### src/rtl/isa_pkg.sv
`default_nettype none

package isa_pkg;

    // integer register width, the word ops assume 64
    localparam int unsigned xlen = 64;

    // register index width
    localparam int unsigned ridx_w = 5;

    // pre-decoded operation codes
    typedef enum logic [5:0] {
        // register forms
        op_add, op_sub, op_sll, op_slt, op_sltu,
        op_xor, op_srl, op_sra, op_or, op_and,
        // immediate forms
        op_addi, op_slti, op_sltiu, op_xori, op_ori,
        op_andi, op_slli, op_srli, op_srai,
        // 32-bit results, sign extended
        op_addw, op_subw, op_addiw,
        // upper immediates and jumps
        op_lui, op_auipc, op_jal, op_jalr,
        // conditional branches
        op_beq, op_bne, op_blt, op_bge, op_bltu, op_bgeu,
        // loads
        op_lb, op_lh, op_lw, op_ld, op_lbu, op_lhu, op_lwu,
        // stores
        op_sb, op_sh, op_sw, op_sd,
        op_nop
    } op_e;

    // alu function select
    typedef enum logic [3:0] {
        alu_add,
        alu_sub,
        alu_sll,
        alu_srl,
        alu_sra,
        alu_slt,
        alu_sltu,
        alu_xor,
        alu_or,
        alu_and
    } alu_mode_e;

    // one decoded instruction, imm already generated upstream
    typedef struct packed {
        op_e              op;
        logic [ridx_w-1:0] rd;
        logic [ridx_w-1:0] rs1;
        logic [ridx_w-1:0] rs2;
        logic [xlen-1:0]   imm;
        logic [xlen-1:0]   pc;
    } instr_t;

    // register write, also visible outside as retire
    typedef struct packed {
        logic              wen;
        logic [ridx_w-1:0] rd;
        logic [xlen-1:0]   data;
    } retire_t;

endpackage

`default_nettype wire

### src/rtl/exu_regfile.sv
`default_nettype none
`timescale 1ns/1ps

module exu_regfile
    import isa_pkg::*;
#(
    parameter int unsigned num_regs = 32
) (
    input  logic              clk,
    input  logic              rst,
    input  logic [ridx_w-1:0] rs1,
    input  logic [ridx_w-1:0] rs2,
    input  retire_t           wb,
    output logic [xlen-1:0]   src1,
    output logic [xlen-1:0]   src2
);

    logic [xlen-1:0] regs [num_regs];
    logic            wr_ok;

    // x0 and indices past the register count are never written
    assign wr_ok = wb.wen && (wb.rd != '0) && (wb.rd < num_regs);

    always_ff @(posedge clk) begin
        if (rst) begin
            for (int i = 0; i < num_regs; i++) begin
                regs[i] <= '0;
            end
        end else if (wr_ok) begin
            regs[wb.rd] <= wb.data;
        end
    end

    // combinational reads
    // x0 and missing registers read as zero
    assign src1 = ((rs1 != '0) && (rs1 < num_regs)) ? regs[rs1] : '0;
    assign src2 = ((rs2 != '0) && (rs2 < num_regs)) ? regs[rs2] : '0;

endmodule

`default_nettype wire

### config.mk
export PLATFORM = sky130hd
export DESIGN_NAME = exu_regfile
export DESIGN_NICKNAME = d
export VERILOG_FILES = /design/src/rtl/isa_pkg.sv /design/src/rtl/exu_regfile.sv
export SDC_FILE = /design/constraint.sdc
export NUM_CORES = 2
export LEC_CHECK = 0
export BUFFER_PORTS_ARGS = -buffer_cell sky130_fd_sc_hd__clkbuf_2
export CAP_MARGIN = 30
export CELL_PAD_IN_SITES_DETAIL_PLACEMENT = 1
export CELL_PAD_IN_SITES_GLOBAL_PLACEMENT = 2
export CORE_UTILIZATION = 43
export CTS_CLUSTER_DIAMETER = 40
export DETAILED_ROUTE_END_ITERATION = 12
export GPL_TIMING_DRIVEN = 0
export PLACE_DENSITY_LB_ADDON = 0.1
export SKIP_LAST_GASP = 1
export SYNTH_ARGS = -nofsm -noshare
export SYNTH_HDL_FRONTEND = slang
export SYNTH_SLANG_ARGS = --single-unit
### constraint.sdc
create_clock -name clk -period 2.4 [get_ports clk]
set_clock_uncertainty 0.05 [all_clocks]
set_input_delay 0.24 -clock clk [delete_from_list [all_inputs] [get_ports clk]]
set_output_delay 0.24 -clock clk [all_outputs]
set_load 0.05 [all_outputs]
Word-level counts from Yosys, hierarchy flattened:

Memory sizes are Yosys's and may differ from the RTL's.
Cells that the tools add are included.

* register bits after elaboration: 0
* RAM bits: 2048
* logic and storage cells: 16
* memories kept: 1

* muxes and demuxes: 10
* reduce and logical (&&, ||, !) cells: 5

Memories
* regs: depth 32, width 64, rd ports 2, clocked after Yosys merged registers in 0, wr ports 32, line exu_regfile.sv:18 `logic [xlen-1:0] regs [num_regs];`

Operators by type and width (count)
* 64-bit two-way mux: 3
* 64-bit OR reduction: 1
* 5-bit nonzero test: 3
* 1-bit two-way mux: 6
* 5-bit two-way mux: 1
* 1-bit logical AND: 1

Longest topological paths before layout:

* depth after elaboration: 7
* mapped depth: 10
* depth with buffers taken out: 5

Worst setup path after synthesis:

OpenSTA, ideal clock, no wires.

* path type: input port to output port
* start point: input port rs1[0]
* end point: output port src1[42]
* data arrival time: 3732 ps
* path slack: -1622 ps
* cell stages on the path: 9
* path buffers: 5
* cells stage by stage: buf_4 > buf_6 > buf_6 > buf_6 > buf_8 > mux2i_1 > o22ai_1 > a211oi_1 > a2111oi_0

* cells in the longest elaborated chain, start to end: 2

RTL lines
* start, declared: line exu_regfile.sv:11 `input logic [ridx_w-1:0] rs1,`
* memory 32 x 64 bit / 5-bit nonzero test (equally long branches)
* 64-bit two-way mux (*): line exu_regfile.sv:36 `assign src1 = ((rs1 != '0) && (rs1 < num_regs)) ? regs[rs1] : '0;`
* end, declared: line exu_regfile.sv:14 `output logic [xlen-1:0] src1,`

Mark *: on every way between the ends. The rest lies on a longest branch, timed or not.

==> metrics.log <==
[metrics] clk root buf: sky130_fd_sc_hd__clkbuf_16
[metrics] CTS Buffer Depth: 4
[metrics] data required time at the worst endpoint: 2110 ps
[metrics] Num Clock Sinks: 2,048
[metrics] power after layout: 118 mW
[metrics] routed vias: 81,900
[metrics] port bufs: 204
[metrics] most common flop cell mapped by yosys: sky130_fd_sc_hd__edfxtp_1
[metrics] number of top-level design ports: 210
[metrics] die area: 254,000 sq um
[metrics] leakage: 49.4 nW
[metrics] timing startpoint of the critical path: regs[6][42]
[metrics] power per cell area: 846 nW/um^2
[metrics] area of the core region: 249,000 sq um
[metrics] Warnings, synthesis: 0
[metrics] maximum number of pins on one net before global-route repair: 44
[metrics] Post-synth EDFFs: 2,048
[metrics] number of storage elements in the synthesis netlist: 2,048
[metrics] max-cap check violation count: 0
[metrics] min-delay src: wb[6]
[metrics] Internal Dissipation: 85.1 mW
[metrics] violations in the final reports: setup timing
[metrics] Setup Viol. Count Final: 477
[metrics] sequential share of power: 36.0%
[metrics] Hold Slack: 85.1 ps
[metrics] top library cells by usage in the layout, fill and taps aside: 2,048 x sky130_fd_sc_hd__edfxtp_1, 1,985 x sky130_fd_sc_hd__and2_1, 906 x sky130_fd_sc_hd__mux4_2
[metrics] end point of the most critical hold path: regs[2][6]
[metrics] unrepaired setup endpoints after global routing: yes
[metrics] largest register by flop count: regs
[metrics] cells after synthesis: 7,055
[metrics] global-route wire length before repair: 737,000 microns
[metrics] Max FO, Critical Path: 2
[metrics] H-tree levels: 5
[metrics] CP startpoint kind: flop
[metrics] mapped cell area: 108,000 sq um
[metrics] fraction of registers with async set or reset after synthesis: 0%
[metrics] vias per cell: 6.94
[metrics] starting utilization of the core area: 43.4%
[metrics] Clk pwr share: 48.8%
[metrics] CTS tree: yes
[metrics] HPWL after detailed placement: 399,000 microns
[metrics] number of iterations in the first detailed-routing pass: 6
[metrics] final cycle utilization of the critical path: 146%
[metrics] Slew HR: 20.8%
[metrics] Top Registers: regs (2048)
[metrics] highest achievable clock rate: 286 MHz
[metrics] final hold vios: 0
[metrics] part of the total power dissipated in combinational logic: 15.2%
[metrics] transition at the pin with the smallest max-transition slack: 1190 ps
[metrics] switching part of the total power: 27.9%
[metrics] clock edge transition at the registers on the reported setup and hold paths: 50 ps
[metrics] vias in the first global route: 79,600
[metrics] Final Max Tran Viols: 0
[metrics] Mean Syn Cell Area: 15.3 sq um
[metrics] worst hold stages: 3
[metrics] share of post-route cells with drive strength above 1: 35.3%
[metrics] run status: finished with violations
[metrics] nets@finish: 8,199
[metrics] Core Rows: 183
[metrics] number of fill cells: 22,800
[metrics] Inserted Clock Buffers: 406
[metrics] Layout Area Growth over Synthesis: 28.8%
[metrics] most common cell after layout, fill and taps aside: sky130_fd_sc_hd__edfxtp_1
[metrics] worst path setup slack after routing: -1090 ps
[metrics] net switching power figure: 32.9 mW
[metrics] CP Class: reg -> out
[metrics] final WL: 572,000 microns
[metrics] Detail Route Antenna Nets: 0
[metrics] worst min-delay path category: in -> reg
[metrics] total overflow reported by the global router: 0
[metrics] post-synth cell types: 44
[metrics] Largest register FFs: 2,048
[metrics] die outline width: 504 microns
[metrics] Die Height: 504 microns
[metrics] Max VDD drop: 0.000886 V
[metrics] initial antenna violation count: 62
[metrics] WP data arrival: 3200 ps
[metrics] drt drc: 0
[metrics] element type at the critical path end: output port
[metrics] portion of the post-synthesis area used by sequential elements: 56.8%
[metrics] average detailed-routed wire length per instance: 48.5 microns
[metrics] shortest period the worst path allows: 3490 ps
[metrics] DR iter-0 viols: 14,300
[metrics] Final Wtd Congestion: 0.975
[metrics] overall track demand over capacity in global routing: 44.1%
## worst max-delay path by stage
stage / end / slack (ps) / depth (start not counted)
2_1_floorplan: src1[42] / -240 / 9
3_3_place_gp: src1[23] / -3250 / 8
3_5_place_dp: src1[33] / -2440 / 8
4_1_cts: src1[41] / -990 / 4
5_1_grt: src1[42] / -1110 / 6
6_report: src1[42] / -1090 / 6
## area by class of cell
| cell class | count | area [sq um] | share of cell area [%] |
|---|---|---|---|
| flip-flops and latches | 2048 | 61500 | 44.1 |
| multi-input cells | 4289 | 47300 | 33.9 |
| clock inverters | 283 | 3120 | 2.23 |
| diodes | 32 | 80.1 | 0.0574 |
| plain buffers | 786 | 4770 | 3.42 |
| repair buffers | 584 | 8060 | 5.78 |
| inverters | 2 | 8.76 | 0.00628 |
| well taps | 3330 | 4170 | 2.99 |
| clock buffers | 447 | 10500 | 7.50 |
## synth_stat cells (22+ instances only)
cell type,instances,area (sq um)
sky130_fd_sc_hd__mux2_2,122,1370
sky130_fd_sc_hd__buf_6,24,270
sky130_fd_sc_hd__nor2_1,57,214
sky130_fd_sc_hd__mux4_2,906,20400
sky130_fd_sc_hd__a22o_1,30,263
sky130_fd_sc_hd__o2111ai_1,30,263
sky130_fd_sc_hd__o22ai_1,100,626
sky130_fd_sc_hd__a221oi_1,58,508
sky130_fd_sc_hd__a22oi_1,74,556
sky130_fd_sc_hd__buf_2,102,510
sky130_fd_sc_hd__buf_1,39,146
sky130_fd_sc_hd__a21oi_1,49,245
sky130_fd_sc_hd__o211ai_1,30,225
sky130_fd_sc_hd__edfxtp_1,2048,61500
sky130_fd_sc_hd__a21o_1,42,315
sky130_fd_sc_hd__or2_2,35,219
sky130_fd_sc_hd__a32oi_1,30,263
sky130_fd_sc_hd__and2_1,1986,12400
sky130_fd_sc_hd__mux2i_1,363,3630
sky130_fd_sc_hd__and3_1,31,194
sky130_fd_sc_hd__nand2_1,108,405
sky130_fd_sc_hd__o221ai_1,54,473
sky130_fd_sc_hd__nand3_1,22,110
sky130_fd_sc_hd__clkbuf_1,584,2190
sky130_fd_sc_hd__buf_4,38,285
## power by group through the flow
stage | logic (mW) | clock network [mW] | registers, mW
after floorplan | 7.78 | 0 | 42.6
after global placement | 13.8 | 0 | 42.9
after detailed placement | 14.6 | 0 | 43.0
after CTS | 16.6 | 57.4 | 42.4
after global routing | 17.7 | 58.9 | 42.6
final | 18.0 | 57.6 | 42.5
## stage by stage
| stage | instances | setup TNS (ps) | area [sq um] | util (%) | setup slack [ps] |
|---|---|---|---|---|---|
| 2_1_floorplan | 7118 | -731 | 109000 | - | -238 |
| 3_3_place_gp | 10700 | -6146240 | 114000 | 45.9 | -3250 |
| 3_5_place_dp | 10900 | -2360490 | 118000 | 47.5 | -2440 |
| 4_1_cts | 11700 | -90980 | 138000 | 55.4 | -993 |
| 5_1_grt | 11800 | -98340 | 139000 | 55.9 | -1110 |
| 6_report | 11800 | -119940 | 139000 | 55.9 | -1090 |
## routing by layer
metal  track usage (%)  part of all wire (%)  vias to the layer above
li1                  -                     -                    29600
met1              54.9                    35                    43100
met2              61.9                    42                     7291
met3              20.7                    16                     1882
met4              27.0                   7.6                       18
met5             0.375                 0.052                        -
## repair_timing
action                                   CTS  global route
hold buffers                              65             0
endpoints found under the setup margin   287           525
hold endpoints to repair                1028             0
setup buffers                             33            41
resized for setup                       1154           200
gates cloned                               4             8
pin swaps                                205           112
## cell families after synthesis
kind of cell,Yosys count,synth area share (%)
AND/OR/NAND/NOR,2284,12.8
flip-flops,2048,56.8
multiplexers,1391,23.5
buffers and inverters,792,3.17
AO/OA/AOI/OAI,539,3.75
other,1,0.00346
## critical path, cell delays in order (launching register included)
cell and delay [ps]:
sky130_fd_sc_hd__edfxtp_1 400, sky130_fd_sc_hd__mux4_2 500, sky130_fd_sc_hd__mux2i_1 150, sky130_fd_sc_hd__nor2_1 90
sky130_fd_sc_hd__a2111oi_4 650, sky130_fd_sc_hd__a2111oi_4 140, sky130_fd_sc_hd__clkbuf_8 250
No activity file was read; power rests on OpenSTA's default activity.
