===== src/rtl/isa_pkg.sv =====
`default_nettype none

package isa_pkg;

    // integer register width, the word ops assume 64
    localparam int unsigned xlen = 64;

    // register index width
    localparam int unsigned ridx_w = 5;

    // pre-decoded operation codes
    typedef enum logic [5:0] {
        // register forms
        op_add, op_sub, op_sll, op_slt, op_sltu,
        op_xor, op_srl, op_sra, op_or, op_and,
        // immediate forms
        op_addi, op_slti, op_sltiu, op_xori, op_ori,
        op_andi, op_slli, op_srli, op_srai,
        // 32-bit results, sign extended
        op_addw, op_subw, op_addiw,
        // upper immediates and jumps
        op_lui, op_auipc, op_jal, op_jalr,
        // conditional branches
        op_beq, op_bne, op_blt, op_bge, op_bltu, op_bgeu,
        // loads
        op_lb, op_lh, op_lw, op_ld, op_lbu, op_lhu, op_lwu,
        // stores
        op_sb, op_sh, op_sw, op_sd,
        op_nop
    } op_e;

    // alu function select
    typedef enum logic [3:0] {
        alu_add,
        alu_sub,
        alu_sll,
        alu_srl,
        alu_sra,
        alu_slt,
        alu_sltu,
        alu_xor,
        alu_or,
        alu_and
    } alu_mode_e;

    // one decoded instruction, imm already generated upstream
    typedef struct packed {
        op_e              op;
        logic [ridx_w-1:0] rd;
        logic [ridx_w-1:0] rs1;
        logic [ridx_w-1:0] rs2;
        logic [xlen-1:0]   imm;
        logic [xlen-1:0]   pc;
    } instr_t;

    // register write, also visible outside as retire
    typedef struct packed {
        logic              wen;
        logic [ridx_w-1:0] rd;
        logic [xlen-1:0]   data;
    } retire_t;

endpackage

`default_nettype wire


===== src/rtl/mem_pkg.sv =====
`default_nettype none

package mem_pkg;

    // memory bus widths
    localparam int unsigned mem_aw = 64;
    localparam int unsigned mem_dw = 64;
    // byte lanes per data word
    localparam int unsigned mem_nb = mem_dw / 8;

    // access size of a load or store
    typedef enum logic [1:0] {
        size_byte,
        size_half,
        size_word,
        size_double
    } mem_size_e;

    // combinational request, answered in the same cycle
    typedef struct packed {
        logic [mem_aw-1:0] addr;
        // read strobe
        logic              rd;
        logic [mem_dw-1:0] wdata;
        // one bit per byte lane, zero means no write
        logic [mem_nb-1:0] wmask;
    } mem_req_t;

    // one read word, split into lanes by access size
    typedef union packed {
        logic [mem_nb-1:0][7:0]       bytes;
        logic [mem_nb/2-1:0][15:0]    halves;
        logic [mem_nb/4-1:0][31:0]    words;
    } mem_word_u;

endpackage

`default_nettype wire


===== src/rtl/exu_lsu.sv =====
`default_nettype none
`timescale 1ns/1ps

module exu_lsu
    import isa_pkg::*;
    import mem_pkg::*;
(
    input  logic            rst,
    input  instr_t          instr,
    input  logic [xlen-1:0] addr,
    input  logic [xlen-1:0] src2,
    input  logic [xlen-1:0] mem_rdata,
    output mem_req_t        mem_req,
    output logic [xlen-1:0] load_data
);

    mem_size_e         size;
    logic              is_load;
    logic              is_store;
    logic              sext;
    logic [2:0]        off;
    logic [mem_nb-1:0] base_mask;
    mem_word_u         rword;
    logic [7:0]        lane_b;
    logic [15:0]       lane_h;
    logic [31:0]       lane_w;
    logic [xlen-1:0]   lane;

    // access size from the op
    always_comb begin
        case (instr.op)
            op_lb, op_lbu, op_sb: size = size_byte;
            op_lh, op_lhu, op_sh: size = size_half;
            op_lw, op_lwu, op_sw: size = size_word;
            default:              size = size_double;
        endcase
    end

    assign is_load  = instr.op inside {op_lb, op_lh, op_lw, op_ld, op_lbu, op_lhu, op_lwu};
    assign is_store = instr.op inside {op_sb, op_sh, op_sw, op_sd};
    // unsigned loads zero extend
    assign sext     = !(instr.op inside {op_lbu, op_lhu, op_lwu});

    // byte offset in the word, naturally aligned
    // low bits inside the access size are dropped
    always_comb begin
        case (size)
            size_byte: off = addr[2:0];
            size_half: off = {addr[2:1], 1'b0};
            size_word: off = {addr[2], 2'b00};
            default:   off = 3'b000;
        endcase
    end

    // lanes touched before the shift to the offset
    always_comb begin
        case (size)
            size_byte: base_mask = 8'h01;
            size_half: base_mask = 8'h03;
            size_word: base_mask = 8'h0f;
            default:   base_mask = 8'hff;
        endcase
    end

    // request side
    // strobes held low under reset
    always_comb begin
        mem_req.addr  = addr;
        mem_req.rd    = is_load & ~rst;
        mem_req.wdata = is_store ? (src2 << {off, 3'b000}) : '0;
        mem_req.wmask = (is_store & ~rst) ? (base_mask << off) : '0;
    end

    // same read word seen through each lane view
    assign rword  = mem_rdata;
    assign lane_b = rword.bytes[off];
    assign lane_h = rword.halves[off[2:1]];
    assign lane_w = rword.words[off[2]];

    // extension, sign bit only passes for signed loads
    always_comb begin
        case (size)
            size_byte: lane = {{(xlen-8){sext & lane_b[7]}}, lane_b};
            size_half: lane = {{(xlen-16){sext & lane_h[15]}}, lane_h};
            size_word: lane = {{(xlen-32){sext & lane_w[31]}}, lane_w};
            default:   lane = rword;
        endcase
    end

    assign load_data = is_load ? lane : '0;

endmodule

`default_nettype wire


===== config.mk =====
export PLATFORM = sky130hd
export DESIGN_NAME = exu_lsu
export DESIGN_NICKNAME = d
export VERILOG_FILES = /design/src/rtl/isa_pkg.sv /design/src/rtl/mem_pkg.sv /design/src/rtl/exu_lsu.sv
export SDC_FILE = /design/constraint.sdc
export NUM_CORES = 1
export LEC_CHECK = 0
export ABC_AREA = 1
export BUFFER_PORTS_ARGS = -buffer_cell sky130_fd_sc_hd__buf_4
export CORE_AREA = 4 4 211 213
export DETAILED_ROUTE_END_ITERATION = 12
export DIE_AREA = 0 0 215 217
export PLACE_DENSITY = 0.34
export RECOVER_POWER = 50
export SLEW_MARGIN = 10
export SYNTH_ARGS = -nofsm -noshare
export SYNTH_HDL_FRONTEND = slang
export SYNTH_SLANG_ARGS = --single-unit

===== constraint.sdc =====
create_clock -name vclk -period 3.5
set_input_delay 0.175 -clock vclk [all_inputs]
set_output_delay 0.175 -clock vclk [all_outputs]
set_load 0.005 [all_outputs]

# Word-level counts from Yosys, hierarchy flattened
# Cells that the tools add are included.
# classes
n_eq_ne	13
muxes	13
reduce_logical	8
n_shift	2
n_lt_le_gt_ge	3
n_bitwise	6
# ops
cell	n
$pmux W64 S3	1
$mux W64	2
$eq A6 B6 Y1 const B	11
$mux W32	2
$shl A64 B6 Y64	1
$bmux W16 S2	1
$bmux W8 S3	1
$pmux W8 S3	1
$mux W16	1
$mux W8	2
$pmux W3 S3	1
$reduce_or A3 Y1	3
$shl A8 B3 Y8	1
$reduce_bool A7 Y1	1
$pmux W2 S3	1
$and A1 B1 Y1	5
$lt A3 B4 Y1 const B	1
$reduce_bool A4 Y1	1
$lt A2 B3 Y1 const B	1
$reduce_bool A3 Y1	1
$eq A2 B1 Y1 const B	1
$eq A2 B2 Y1 const B	1
$logic_not A2 Y1	1
$lt A1 B2 Y1 const B	1
other kinds (2)	2
# totals
input_bits	342
word_cells	45
register_bits	0

# Depth between registers and ports, before layout
# depth
depth_word	10
mapped_depth	16
depth_no_buf	14

# Worst setup path before layout
# Ideal clock, no wire load.
# synth_path
path_type	input-to-output
from	input port instr[148] (netlist bit)
to	output port load_data[33]
cell_stages	15
path_slack_ps	1591
t_arrival_ps	1734
path_cell_list	inv_1 -> nor2_4 -> inv_2 -> nor2_4 -> nand3_2 -> nand2_4 -> inv_2 -> nand3_4 -> nand2_4 -> nand2_1 -> nand4_4 -> nand3_2 -> nand2_4 -> buf_6 -> nor2_1
# synth_via
elab_chain_cells	10
elab_cells_between_ends	32
# synth_rtl
item	line_no	rtl
from (decl)	exu_lsu.sv:9	input instr_t instr,
$eq A6 B6 Y1 (on tied branches)	exu_lsu.sv:31, exu_lsu.sv:39, exu_lsu.sv:42	
$reduce_or A3 Y1	exu_lsu.sv:31	case (instr.op)
$pmux W2 S3	exu_lsu.sv:31	
$eq A2 B2 Y1 (tied with other cells)	exu_lsu.sv:47, exu_lsu.sv:82	
$pmux W3 S3	exu_lsu.sv:47	case (size)
$bmux W8 S3 (tied with other cells)	exu_lsu.sv:76	assign lane_b = rword.bytes[off];
$mux W8 (not written as such) (tied with other cells)	exu_lsu.sv:76	
$and A1 B1 Y1 (on tied branches)	exu_lsu.sv:83, exu_lsu.sv:84, exu_lsu.sv:85	
$pmux W64 S3	exu_lsu.sv:82	case (size)
$mux W64 (*)	exu_lsu.sv:90	assign load_data = is_load ? lane : '0;
to (decl)	exu_lsu.sv:14	output logic [xlen-1:0] load_data
# Mark *: on every way between the ends. The rest lies on a longest branch, timed or not. The select of a mux whose other input is x is not followed.

# Worst setup path after layout
# layout_path
from	input port addr[2]
to	output port load_data[9]
# layout_via
elab_chain_cells	6
elab_cells_between_ends	10
# layout_rtl
item	line_no	rtl
from (decl)	exu_lsu.sv:10	input logic [xlen-1:0] addr,
$pmux W3 S3 (*)	exu_lsu.sv:47	
$bmux W8 S3	exu_lsu.sv:76	
$mux W8 (not written as such)	exu_lsu.sv:76	
$and A1 B1 Y1	exu_lsu.sv:83	size_byte: lane = {{(xlen-8){sext & lane_b[7]}}, lane_b};
$pmux W64 S3 (*)	exu_lsu.sv:82	
$mux W64 (*)	exu_lsu.sv:90	
# Marked as above.

==> run summary <==
Outcome - complete, no violations
Xor/xnor share of the synthesized area - 0
Largest net degree at the start of global routing - 79
Maximum vdd drop - 0.05347 mV
Worst Setup SP - addr[2]
Die ar. - 46660 um2
Setup-failing EPs final - 0
Routed vias/inst - 4.197
FF+latch count - 0
Total wire length - 33.03 mm
Fin. max-slew vios - 0
Seq/Total Area, Yosys - 0
Fraction of layout cells with a size suffix above 1 - 0.2805
Critical path type - input pin to output port
CTS Hold Bufs - 0
Post-Synth Adder-Cell Area - 0
CTS resizes - 0
RSZ-0062 raised after global routing - false
Post-CTS Setup Bufs - 0
Hold Path Class - input pin to output port
Final worst slack - 327.9 ps
Layout Nets - 1492
Main area contributors after synthesis - nand2_1 (22%), o21ai_0 (14%), nor2_1 (13%)
DR pass1 iterations - 5
Worst EP required - 3320 ps
Die X - 215 um
Area leader, netlist - nand2_1
Final ANT Viol Nets - 0
Post-synthesis compound-gate area fraction - 0.2288
Fraction of the mapped netlist area in simple logic gates - 0.5234
WL/cell - 19.50 um
Area delta synth->final - 45.55%
Netlist Area Pre-Place - 4621 um2
Largest family of logic cells by synthesized area - simple AND/OR/NAND/NOR gates
Share of Yosys cell area claimed by the top area cell type - 0.2177
PwrDens - 89.50 nW/um2
Row count - 76
DRC Markers - 0
Total track usage - 0.1314
Initial core utilization - 0.1082
Commonest non-fill, non-tap cell in the layout - buf_4
Clk_buf instances - 0
Period utilisation layout - 0.9063
Fin crit period - 3172 ps
Most frequent cells in the layout - buf_4 (277), nand2_1 (269), nor2_1 (161)
Setup TNS Final - 0 ps
Top Ports - 543
PortBufs - 278
Synth Area per Inst - 4.710 um2
Global-route wire length before repair - 47.65 mm
Vias in the first global route - 7102
Synth Net Count - 1323
ANT cells - 0
Via Count - 7110
Initial antenna violation count - 1
CP endpoint - load_data[9]
Arrival time at the worst endpoint - 3000 ps
Netlist cell types - 30
Leak Pwr - 3.437 nW
Total gr overflow - 0
Synth Warn # - 0
Max-Cap Viols - 0
Fill count - 5103
Critical-path maximum fanout - 34
Setup WS pre-CTS - 491.0 ps
CP endpoint kind - output port
GP Congestion - 0.8788
Core area - 42700 um2
Crit start category - input pin
Die height - 217 um
Gate Count Post-Synth - 981
Initial drt markers - 532
Hpwl dp - 26.47 mm
Fmax - 315.2 MHz
FF/Latch Area - 0 um2
Final Hold Viols - 0
Mux cell area share after synthesis - 0.002166
Worst-Margin Slew - 1221 ps
Slew headroom - 0.1858
[synthesized netlist by cell type]
cell      number
nand2_1      268
nor2_1       160
o21ai_0      126
nand3_1       88
inv_1         78
buf_4         68
clkbuf_1      30
a21oi_1       25
buf_2         25
nor3_1        16
o22ai_1       16
nor2_2        13
a31oi_1       11
o211ai_1       9
buf_1          8
o21a_1         7
inv_2          5
buf_6          4
nand2_4        4
nand4_1        4
nand2_2        3
nand3_2        3
nor2_4         3
a21boi_1       1
mux2i_1        1
nand3_4        1
nand4_2        1
nand4_4        1
o21ai_1        1
or2_1          1
[critical path, cell delays in order]
cell and delay [ps]:
clkbuf_1 870, inv_1 230, nor2_4 300, clkbuf_2 760, nand3_1 140, nand3_1 140, a31oi_1 140, buf_4 170
[power breakdown]
group | internal [mW] | total (mW) | switching [mW]
clock | 0 | 0 | 0
sequential | 0 | 0 | 0
combinational | 0.250 | 0.602 | 0.352
[worst min-delay path by stage]
stage	from	endpoint	slack, ps	cells past startpoint
after floorplan	rst	mem_req[72]	380	1
after global placement	addr[29]	mem_req[102]	350	0
after detailed placement	addr[29]	mem_req[102]	350	0
after CTS	addr[29]	mem_req[102]	350	0
after global routing	addr[57]	mem_req[130]	350	0
final	addr[41]	mem_req[114]	350	0
[cell families after synthesis]
logic type,count (synthesis)
buffers and inverters,218
muxes,1
and+or+nand+nor,566
AOI/OAI and AO/OA,196
[metrics by stage]
| stage | total power, mW | cells | instance area [um2] | hold slack (ps) | util |
|---|---|---|---|---|---|
| floorplan | 0.3268 | 981 | 4621 | 381.1 | - |
| global placement | 0.6153 | 1694 | 6773 | 350.0 | 0.1586 |
| detailed placement | 0.6165 | 1694 | 6773 | 350.0 | 0.1586 |
| CTS | 0.6196 | 1694 | 6773 | 350.0 | 0.1586 |
| global route | 0.6710 | 1694 | 6725 | 350.0 | 0.1575 |
| finish | 0.6019 | 1694 | 6725 | 350.0 | 0.1575 |
[metal layers]
| metal | track usage | up-vias | wire length (um) |
|---|---|---|---|
| met5 | 0 | - | 11 |
| met3 | 0.03742 | 44 | 2843 |
| li1 | - | 3422 | - |
| met4 | 0.02469 | 2 | 733 |
| met1 | 0.1694 | 3291 | 14600 |
| met2 | 0.2213 | 351 | 14840 |
[layout make-up]
class                      count  area [um2]  share of cell area
tap                          546       683.2              0.1016
timing repair buffer         302        2250              0.3345
multi-input combinational    763        3481              0.5176
inverter                      83       311.5             0.04633
(Power assumes the default switching activity.)
