File: config.mk
export PLATFORM = sky130hd
export DESIGN_NAME = exu_commit
export DESIGN_NICKNAME = d
export VERILOG_FILES = /design/src/rtl/isa_pkg.sv /design/src/rtl/exu_commit.sv
export SDC_FILE = /design/constraint.sdc
export NUM_CORES = 1
export LEC_CHECK = 0
export BUFFER_PORTS_ARGS = -buffer_cell sky130_fd_sc_hd__buf_4
export CORE_AREA = 3 3 209 211
export DETAILED_ROUTE_END_ITERATION = 6
export DIE_AREA = 0 0 212 214
export GPL_ROUTABILITY_DRIVEN = 0
export GPL_TIMING_DRIVEN = 0
export PLACE_DENSITY = 0.52
export SLEW_MARGIN = 20
export SYNTH_ARGS = -nofsm -noshare
export SYNTH_HDL_FRONTEND = slang
export SYNTH_SLANG_ARGS = --single-unit
File: constraint.sdc
create_clock -name vclk -period 6.71
set_input_delay 1.342 -clock vclk [all_inputs]
set_output_delay 1.342 -clock vclk [all_outputs]
set_load 0.05 [all_outputs]
File: src/rtl/isa_pkg.sv
`default_nettype none

package isa_pkg;

    // integer register width, the word ops assume 64
    localparam int unsigned xlen = 64;

    // register index width
    localparam int unsigned ridx_w = 5;

    // pre-decoded operation codes
    typedef enum logic [5:0] {
        // register forms
        op_add, op_sub, op_sll, op_slt, op_sltu,
        op_xor, op_srl, op_sra, op_or, op_and,
        // immediate forms
        op_addi, op_slti, op_sltiu, op_xori, op_ori,
        op_andi, op_slli, op_srli, op_srai,
        // 32-bit results, sign extended
        op_addw, op_subw, op_addiw,
        // upper immediates and jumps
        op_lui, op_auipc, op_jal, op_jalr,
        // conditional branches
        op_beq, op_bne, op_blt, op_bge, op_bltu, op_bgeu,
        // loads
        op_lb, op_lh, op_lw, op_ld, op_lbu, op_lhu, op_lwu,
        // stores
        op_sb, op_sh, op_sw, op_sd,
        op_nop
    } op_e;

    // alu function select
    typedef enum logic [3:0] {
        alu_add,
        alu_sub,
        alu_sll,
        alu_srl,
        alu_sra,
        alu_slt,
        alu_sltu,
        alu_xor,
        alu_or,
        alu_and
    } alu_mode_e;

    // one decoded instruction, imm already generated upstream
    typedef struct packed {
        op_e              op;
        logic [ridx_w-1:0] rd;
        logic [ridx_w-1:0] rs1;
        logic [ridx_w-1:0] rs2;
        logic [xlen-1:0]   imm;
        logic [xlen-1:0]   pc;
    } instr_t;

    // register write, also visible outside as retire
    typedef struct packed {
        logic              wen;
        logic [ridx_w-1:0] rd;
        logic [xlen-1:0]   data;
    } retire_t;

endpackage

`default_nettype wire

File: src/rtl/exu_commit.sv
`default_nettype none
`timescale 1ns/1ps

module exu_commit
    import isa_pkg::*;
(
    input  logic            rst,
    input  instr_t          instr,
    input  logic [xlen-1:0] src1,
    input  logic [xlen-1:0] src2,
    input  logic [xlen-1:0] alu_result,
    input  logic [xlen-1:0] load_data,
    output retire_t         retire,
    output logic [xlen-1:0] dnpc
);

    logic [xlen-1:0] snpc;
    logic [xlen-1:0] wdata;
    logic            writes;
    logic            taken;

    // sequential next pc, also the link value
    assign snpc = instr.pc + xlen'(4);

    // branch compare on the source registers
    always_comb begin
        case (instr.op)
            op_beq:  taken = src1 == src2;
            op_bne:  taken = src1 != src2;
            op_blt:  taken = $signed(src1) < $signed(src2);
            op_bge:  taken = $signed(src1) >= $signed(src2);
            op_bltu: taken = src1 < src2;
            op_bgeu: taken = src1 >= src2;
            default: taken = 1'b0;
        endcase
    end

    // next pc
    // jalr target has bit 0 cleared
    always_comb begin
        case (instr.op)
            op_jal:  dnpc = alu_result;
            op_jalr: dnpc = {alu_result[xlen-1:1], 1'b0};
            default: dnpc = taken ? (instr.pc + instr.imm) : snpc;
        endcase
    end

    // writeback source
    always_comb begin
        case (instr.op)
            op_jal, op_jalr: wdata = snpc;
            op_lb, op_lh, op_lw, op_ld, op_lbu, op_lhu, op_lwu: wdata = load_data;
            default: wdata = alu_result;
        endcase
    end

    // no write for branches, stores and nop
    // rd of zero still shows on retire
    assign writes = !(instr.op inside {op_beq, op_bne, op_blt, op_bge, op_bltu, op_bgeu,
                                       op_sb, op_sh, op_sw, op_sd, op_nop});

    always_comb begin
        retire.wen  = writes & ~rst;
        retire.rd   = instr.rd;
        retire.data = wdata;
    end

endmodule

`default_nettype wire

Word-level counts from Yosys, hierarchy flattened:

Index checks and enable logic that the tools add are counted.

* flip-flop bits (word level): 0
* input bits: 406
* output and inout bits: 134

* $add $sub $neg: 2
* $lt $le $gt $ge: 4
* equal/unequal tests: 22
* multiplexer cells: 4
* bitwise gates (word level): 2
* reductions and logical operators: 4

Operators with widths (count)
* 64-bit case mux with 2 select lines: 2
* 64-bit greater-or-equal comparator: 2
* 64-bit < comparator: 2
* 6-bit == test (second input constant): 12
* 64-bit by 3-bit adder with 64-bit output (second input constant): 1
* 64-bit adder: 1
* 64-bit == test: 1
* 64-bit two-way mux: 1
* 64-bit inequality test: 1
* 6-bit by 5-bit == test with 1-bit output (second input constant): 8
* 11-bit nonzero test: 1
* 7-bit OR reduction: 1
* 1-bit case mux with 6 select lines: 1
* 2-bit OR reduction: 1
* 1-bit bitwise AND: 1
* 1-bit logical NOT: 1
* 1-bit NOT: 1

Logic depth before layout (Yosys ltp):

Gate-level depths: netlist (run 1).

* word-level depth: 4
* depth in mapped cells: 15

Worst setup path after synthesis (run 1):

No wires, ideal clock.

* kind: input port to output port
* start point: input port src2[18]
* end point: output port dnpc[56]
* arrival: 4989 ps
* required time: 5368 ps
* setup slack: 379 ps
* stages: 13
* buffers on the path: 2
* cells stage by stage: inv_1 -> ha_1 -> and3_1 -> a221o_1 -> a21oi_1 -> nor2_1 -> o311ai_2 -> a31oi_1 -> a2111oi_4 -> o31ai_1 -> buf_2 -> buf_2 -> a311oi_1

* longest elaborated chain between the ends: 4

Ends and longest elaborated chain
* start: declaration: line exu_commit.sv:10 `input logic [xlen-1:0] src2,`
* 64-bit greater-or-equal comparator (tied with other cells): line exu_commit.sv:33 `op_bgeu: taken = src1 >= src2;`
* 1-bit case mux with 6 select lines (*): line exu_commit.sv:27 `case (instr.op)`
* 64-bit two-way mux (*): line exu_commit.sv:44 `default: dnpc = taken ? (instr.pc + instr.imm) : snpc;`
* 64-bit case mux with 2 select lines (*): line exu_commit.sv:41 `case (instr.op)`
* end: declaration: line exu_commit.sv:14 `output logic [xlen-1:0] dnpc`

Mark *: on every way between the ends. The rest lies on a longest branch, timed or not.

Worst setup path after layout (run 1):

* start point: input port src2[63]
* end point: output port dnpc[48]

The elaborated chain is that of the path after synthesis.

==> results of run 1 <==
==> synth_stat cells, types with 7 or more instances <==
master      n
a31oi_1    13
xnor2_1    53
ha_1      128
and4_1      7
o21ai_0    86
o21bai_1    8
mux2i_1    21
mux2_2     28
or3_1       8
o31ai_1     9
o21a_1      7
a22oi_1    65
nor2_1    119
a211oi_1    7
xor2_1     62
inv_1      89
nand4_1    32
a21o_1     47
nor2b_1     9
nand2_1   157
and3_1     31
nor4_1      8
nand3_1    46
clkbuf_1   50
a21oi_1   151
and2_1     10
nor3_1     16
==> cells by family (layout without fill, tap and decap cells) <==
logic type | count (synthesis) | count (layout) | synth area share (%)
other cells | 0 | 6 | 0
compound gates | 443 | 443 | 32.0
buf+inv | 154 | 680 | 7.42
mux | 50 | 50 | 6.09
simple gates | 463 | 463 | 24.6
xor+xnor | 115 | 115 | 11.4
fa+ha+maj | 129 | 129 | 18.4
==> repair_timing <==
item,CTS,global route
pin swaps,0,2
hold buffers,0,0
setup endpoints to repair,56,10
buffers inserted,0,1
resized for setup,4,5
==> worst paths after layout <==
kind | startpoint | end | slack [ns]
max | src2[63] | dnpc[48] | 0.09
min | instr[139] | retire[65] | 2.94
==> worst max-delay path, delay by kind of cell <==
kind	cells	cell delay, ns
buf+inv	5	0.89
mux	1	0.44
simple gates	4	1.14
xor+xnor	1	0.22
compound gates	4	0.85
fa+ha+maj	1	0.40
==> through the flow <==
stage	hold WS (ns)	util [%]	area, um^2	worst slack (ns)	TNS, ns
after global placement	2.94	32.0	13400	-0.463	-11.25
after detailed placement	2.94	32.1	13500	-0.392	-10.17
final	2.94	32.3	13500	0.0860	0
after global routing	2.94	32.2	13500	0.0120	0
after floorplan	2.85	-	8810	0.379	0
after CTS	2.94	32.1	13500	0.0411	0
==> routing by layer <==
metal	wire length, um	part of all wire, %	up-vias	GRT usage (%)
met2	30400	50	644	45.9
li1	-	-	6020	-
met4	1360	2.2	0	6.36
met3	4920	8.0	70	4.20
met5	0	0	-	0
met1	24500	40	5921	30.3
==> area by class of cell <==
cell class / instances / area, um^2
Inverter: 89 / 334
Tap cell: 539 / 674
Fill cell: 4646 / 28400
Timing Repair Buffer: 526 / 3950
Antenna cell: 6 / 15.0
Buffer: 65 / 333
Multi-Input combinational cell: 1200 / 8230
==> impl_metrics.ini, run 1 <==
[placed_design]
place_inst = 2418
dpl.hpwl_um = 51300
port_buffers = 523

[cells_and_area]
layout_commonest_cell = buf_4
seq_cells = 0
fin_cells = 2425
area_delta_synth_final_pct = 53.6
clock_buffers = 0
nets = 2417
drive_gt1_share_pct = 32.0
final_cell_mix = 530 x buf_4, 157 x nand2_1, 150 x a21oi_1, 128 x ha_1, 118 x nor2_1
ff_latch_area_um2 = 0

[worst_setup_path]
end_kind = primary output
worstPathRequired_ns = 5.37
worstSetupPathType = in -> out
max_stage_delay_ns = 0.46
crit_chain = buf_4 -> inv_1 -> ha_1 -> nand4_1 -> nor4_4 -> and3_1 -> nand4_1 -> xnor2_1 -> o21ai_0 -> a2111oi_4 -> o31a_1 -> buf_6 -> buf_6 -> mux2i_1 -> a21oi_1 -> buf_4
crit_path_start_kind = primary input
arrival_ns = 5.28
cp_max_fo = 10
cp_slowest_cell = nor4_4

[sta]
worst_slew_pin_slew_ns = 1.18
hold_viol = 0
fin_crit_ns = 6.62
slew_violations = 0
rsz0062_at_grt = false
min_period_over_period_pct = 98.7
finalSetupViolCount = 0
max_freq_ghz = 0.151
timing.slew.headroom_pct = 21.3

[routing]
wl_per_cell_um = 25.2
viasPerCell = 5.22
drt-total-wl_um = 61200
vias = 12700
drt_iter0_markers = 951
drc = 0
ant_nets = 0
drt_first_pass_iters = 5

[outcome]
status = finished, final reports clean

[yosys]
ys_seq_area_share_pct = 0
synth_top_cell_area_share_pct = 18.2
synth.distinct_cells = 68
synth_area_leaders = ha_1 18%, a21oi_1 8.6%, nand2_1 6.7%
syn_inst = 1354
syn_nets = 1889
synth_top_cell_by_area = ha_1
yosysWarnings = 0
synth_area_um2 = 8810
avgSynthCellArea_um2 = 6.50

[die]
rows = 75
die_x_um = 212
start_util_pct = 21.0
die_height_um = 214
die_area_um2 = 45400
core_area_um2 = 41900
ioPinCount = 540

[grt]
grt_pass1_wl_um = 85000
grt_pass1_vias = 12700
antenna_found_initial = 5
overflow = 0
grt_max_degree = 11
track_usage_pct = 25.1

[flow_run]
cap_violations = 0

[hold_path]
hold_path_depth = 2
hold_class = in -> out
==> run 2: changes to the inputs <==
--- a/config.mk
+++ b/config.mk
@@ -5,13 +5,13 @@
 export SDC_FILE = /design/constraint.sdc
 export NUM_CORES = 1
 export LEC_CHECK = 0
-export BUFFER_PORTS_ARGS = -buffer_cell sky130_fd_sc_hd__buf_4
 export CORE_AREA = 3 3 209 211
 export DETAILED_ROUTE_END_ITERATION = 6
 export DIE_AREA = 0 0 212 214
+export DONT_BUFFER_PORTS = 1
 export GPL_ROUTABILITY_DRIVEN = 0
 export GPL_TIMING_DRIVEN = 0
-export PLACE_DENSITY = 0.52
+export PLACE_DENSITY = 0.41
 export SLEW_MARGIN = 20
 export SYNTH_ARGS = -nofsm -noshare
 export SYNTH_HDL_FRONTEND = slang
==> run 2 against run 1 <==
  * Utilization shrank 8.2 points
  * Setup slack gained 0.12 ns
  * Highest routed layer is now met5
  * Sequential share of layout area is the same
  * Global-route usage shrank 1.8 points
  * Largest cell class unchanged
  * Flip-flop and latch count is the same
  * Non-clock buffer count shrank 526
==> impl_metrics.ini, run 2 (synthesis results as in run 1) <==
[outcome]
status = finished, final reports clean

[cells_and_area]
seq_cells = 0
drive_gt1_share_pct = 10.3
layout_commonest_cell = nand2_1
ff_latch_area_um2 = 0
area_delta_synth_final_pct = 14.5
nFillCells = 4767
multi_input_area_um2 = 8730
nets = 1891
final_cell_mix = 157 x nand2_1, 128 x ha_1, 119 x nor2_1, 101 x a21oi_1, 89 x inv_1
clock_buffers = 0
fin_cells = 1895

[die]
die_height_um = 214
core_area_um2 = 41900
rows = 75
ioPinCount = 540
die_x_um = 212
die_area_um2 = 45400
start_util_pct = 21.0

[grt]
overflow = 0
grt_pass1_vias = 10900
grt_max_degree = 11
antenna_found_initial = 4
grt_pass1_wl_um = 77700
track_usage_pct = 23.4

[worst_setup_path]
worstSetupPathType = in -> out
crit_chain = inv_1 -> ha_1 -> nand4_1 -> nor4_1 -> and3_1 -> nand4_1 -> and4_1 -> a2111oi_4 -> o31a_1 -> buf_6 -> buf_12 -> buf_6 -> o21ai_0 -> a21oi_4
end_kind = primary output
cp_max_fo = 10
crit_path_start_kind = primary input
cp.buffers_inverters = 4
cp_slowest_cell = nor4_1
cp_top_family = simple AND/OR/NAND/NOR gates
worstPathRequired_ns = 5.37
worst-path-stages = 14
arrival_ns = 5.17
max_stage_delay_ns = 0.52

[placed_design]
port_buffers = 0
dpl.hpwl_um = 47600
place_inst = 1893

[power]
p_leak_nw = 4.26
p_sw_share_pct = 70.4
internal-power_mw = 0.291
powerDensity_nw_per_um2 = 97.4
pwr-share-clk_pct = 0
power.net_switching_mw = 0.692
combPwrFrac_pct = 100.0
pwr-share-seq_pct = 0
vdd_ir_drop_max_uv = 46.9

[routing]
drt-total-wl_um = 57200
drt_iter0_markers = 669
wl_per_cell_um = 30.2
drc = 0
viasPerCell = 5.70
ant_nets = 0
drt_first_pass_iters = 5
vias = 10800

[flow_run]
cap_violations = 0

[sta]
worst_slew_pin_slew_ns = 1.18
fin_crit_ns = 6.51
max_freq_ghz = 0.154
timing.slew.headroom_pct = 21.6
finalSetupViolCount = 0
rsz0062_at_grt = false
min_period_over_period_pct = 97.0
hold_viol = 0
slew_violations = 0
tns_ns = 0

[hold_path]
hold_path_end = retire[69]
hold_class = in -> out
hold_path_depth = 1
hold_start = rst

[clock_network]
hold_buffers = 0
==> run 2: changes by cell type in the layout (fill, tap and decap cells not counted), sizes merged <==
cell and change:
buf -526, diode -4
==> run 2: metal layers <==
| layer | vias up | global-route usage (%) | routed length (um) |
|---|---|---|---|
| met5 | - | 0 | 29 |
| met1 | 5156 | 27.4 | 22300 |
| met4 | 4 | 7.81 | 2240 |
| met3 | 87 | 3.82 | 4300 |
| li1 | 4963 | - | - |
| met2 | 599 | 42.7 | 28400 |
==> run 2: how the worst max path moves through the flow <==
stage	end	slack, ns	from
4_1_cts	dnpc[37]	0.003	src2[63]
6_report	dnpc[41]	0.20	src2[63]
3_3_place_gp	dnpc[62]	-0.91	instr[0]
5_1_grt	dnpc[41]	0.003	src2[63]
3_5_place_dp	dnpc[60]	-0.50	src2[63]
2_1_floorplan	dnpc[56]	0.38	src2[18]
==> run 2: metrics by stage <==
step	power [mW]	cell area (um^2)	util [%]	setup WS (ns)	hold WS, ns
after floorplan	0.736	8810	-	0.379	2.85
after global placement	0.925	9480	22.6	-0.905	2.85
after detailed placement	0.935	9570	22.8	-0.495	2.78
after CTS	0.959	9810	23.4	0.00314	2.78
after global routing	1.05	10100	24.0	0.00257	2.78
final	0.983	10100	24.0	0.203	2.78
==> run 2: layout make-up <==
type	instances	area share, %
multi-input cells	1200	86.6
well taps	539	6.69
plain buffers	65	3.35
inverters	89	3.31
diodes	2	0.0496
==> run 2: timing repair <==
action	in CTS	in global routing
endpoints found under the setup margin	50	46
pin swaps	0	0
resized for setup	53	42
endpoints found under the hold margin	0	0
setup buffers	0	0
==> run 2: power groups by stage <==
stage | Combinational [mW] | Sequential, mW | Clock (mW)
3_5_place_dp | 0.935 | 0 | 0
6_report | 0.983 | 0 | 0.0000000401
4_1_cts | 0.959 | 0 | 0
2_1_floorplan | 0.736 | 0 | 0
3_3_place_gp | 0.925 | 0 | 0
5_1_grt | 1.05 | 0 | 0.0000000401
Power figures use the tool's default switching activity.
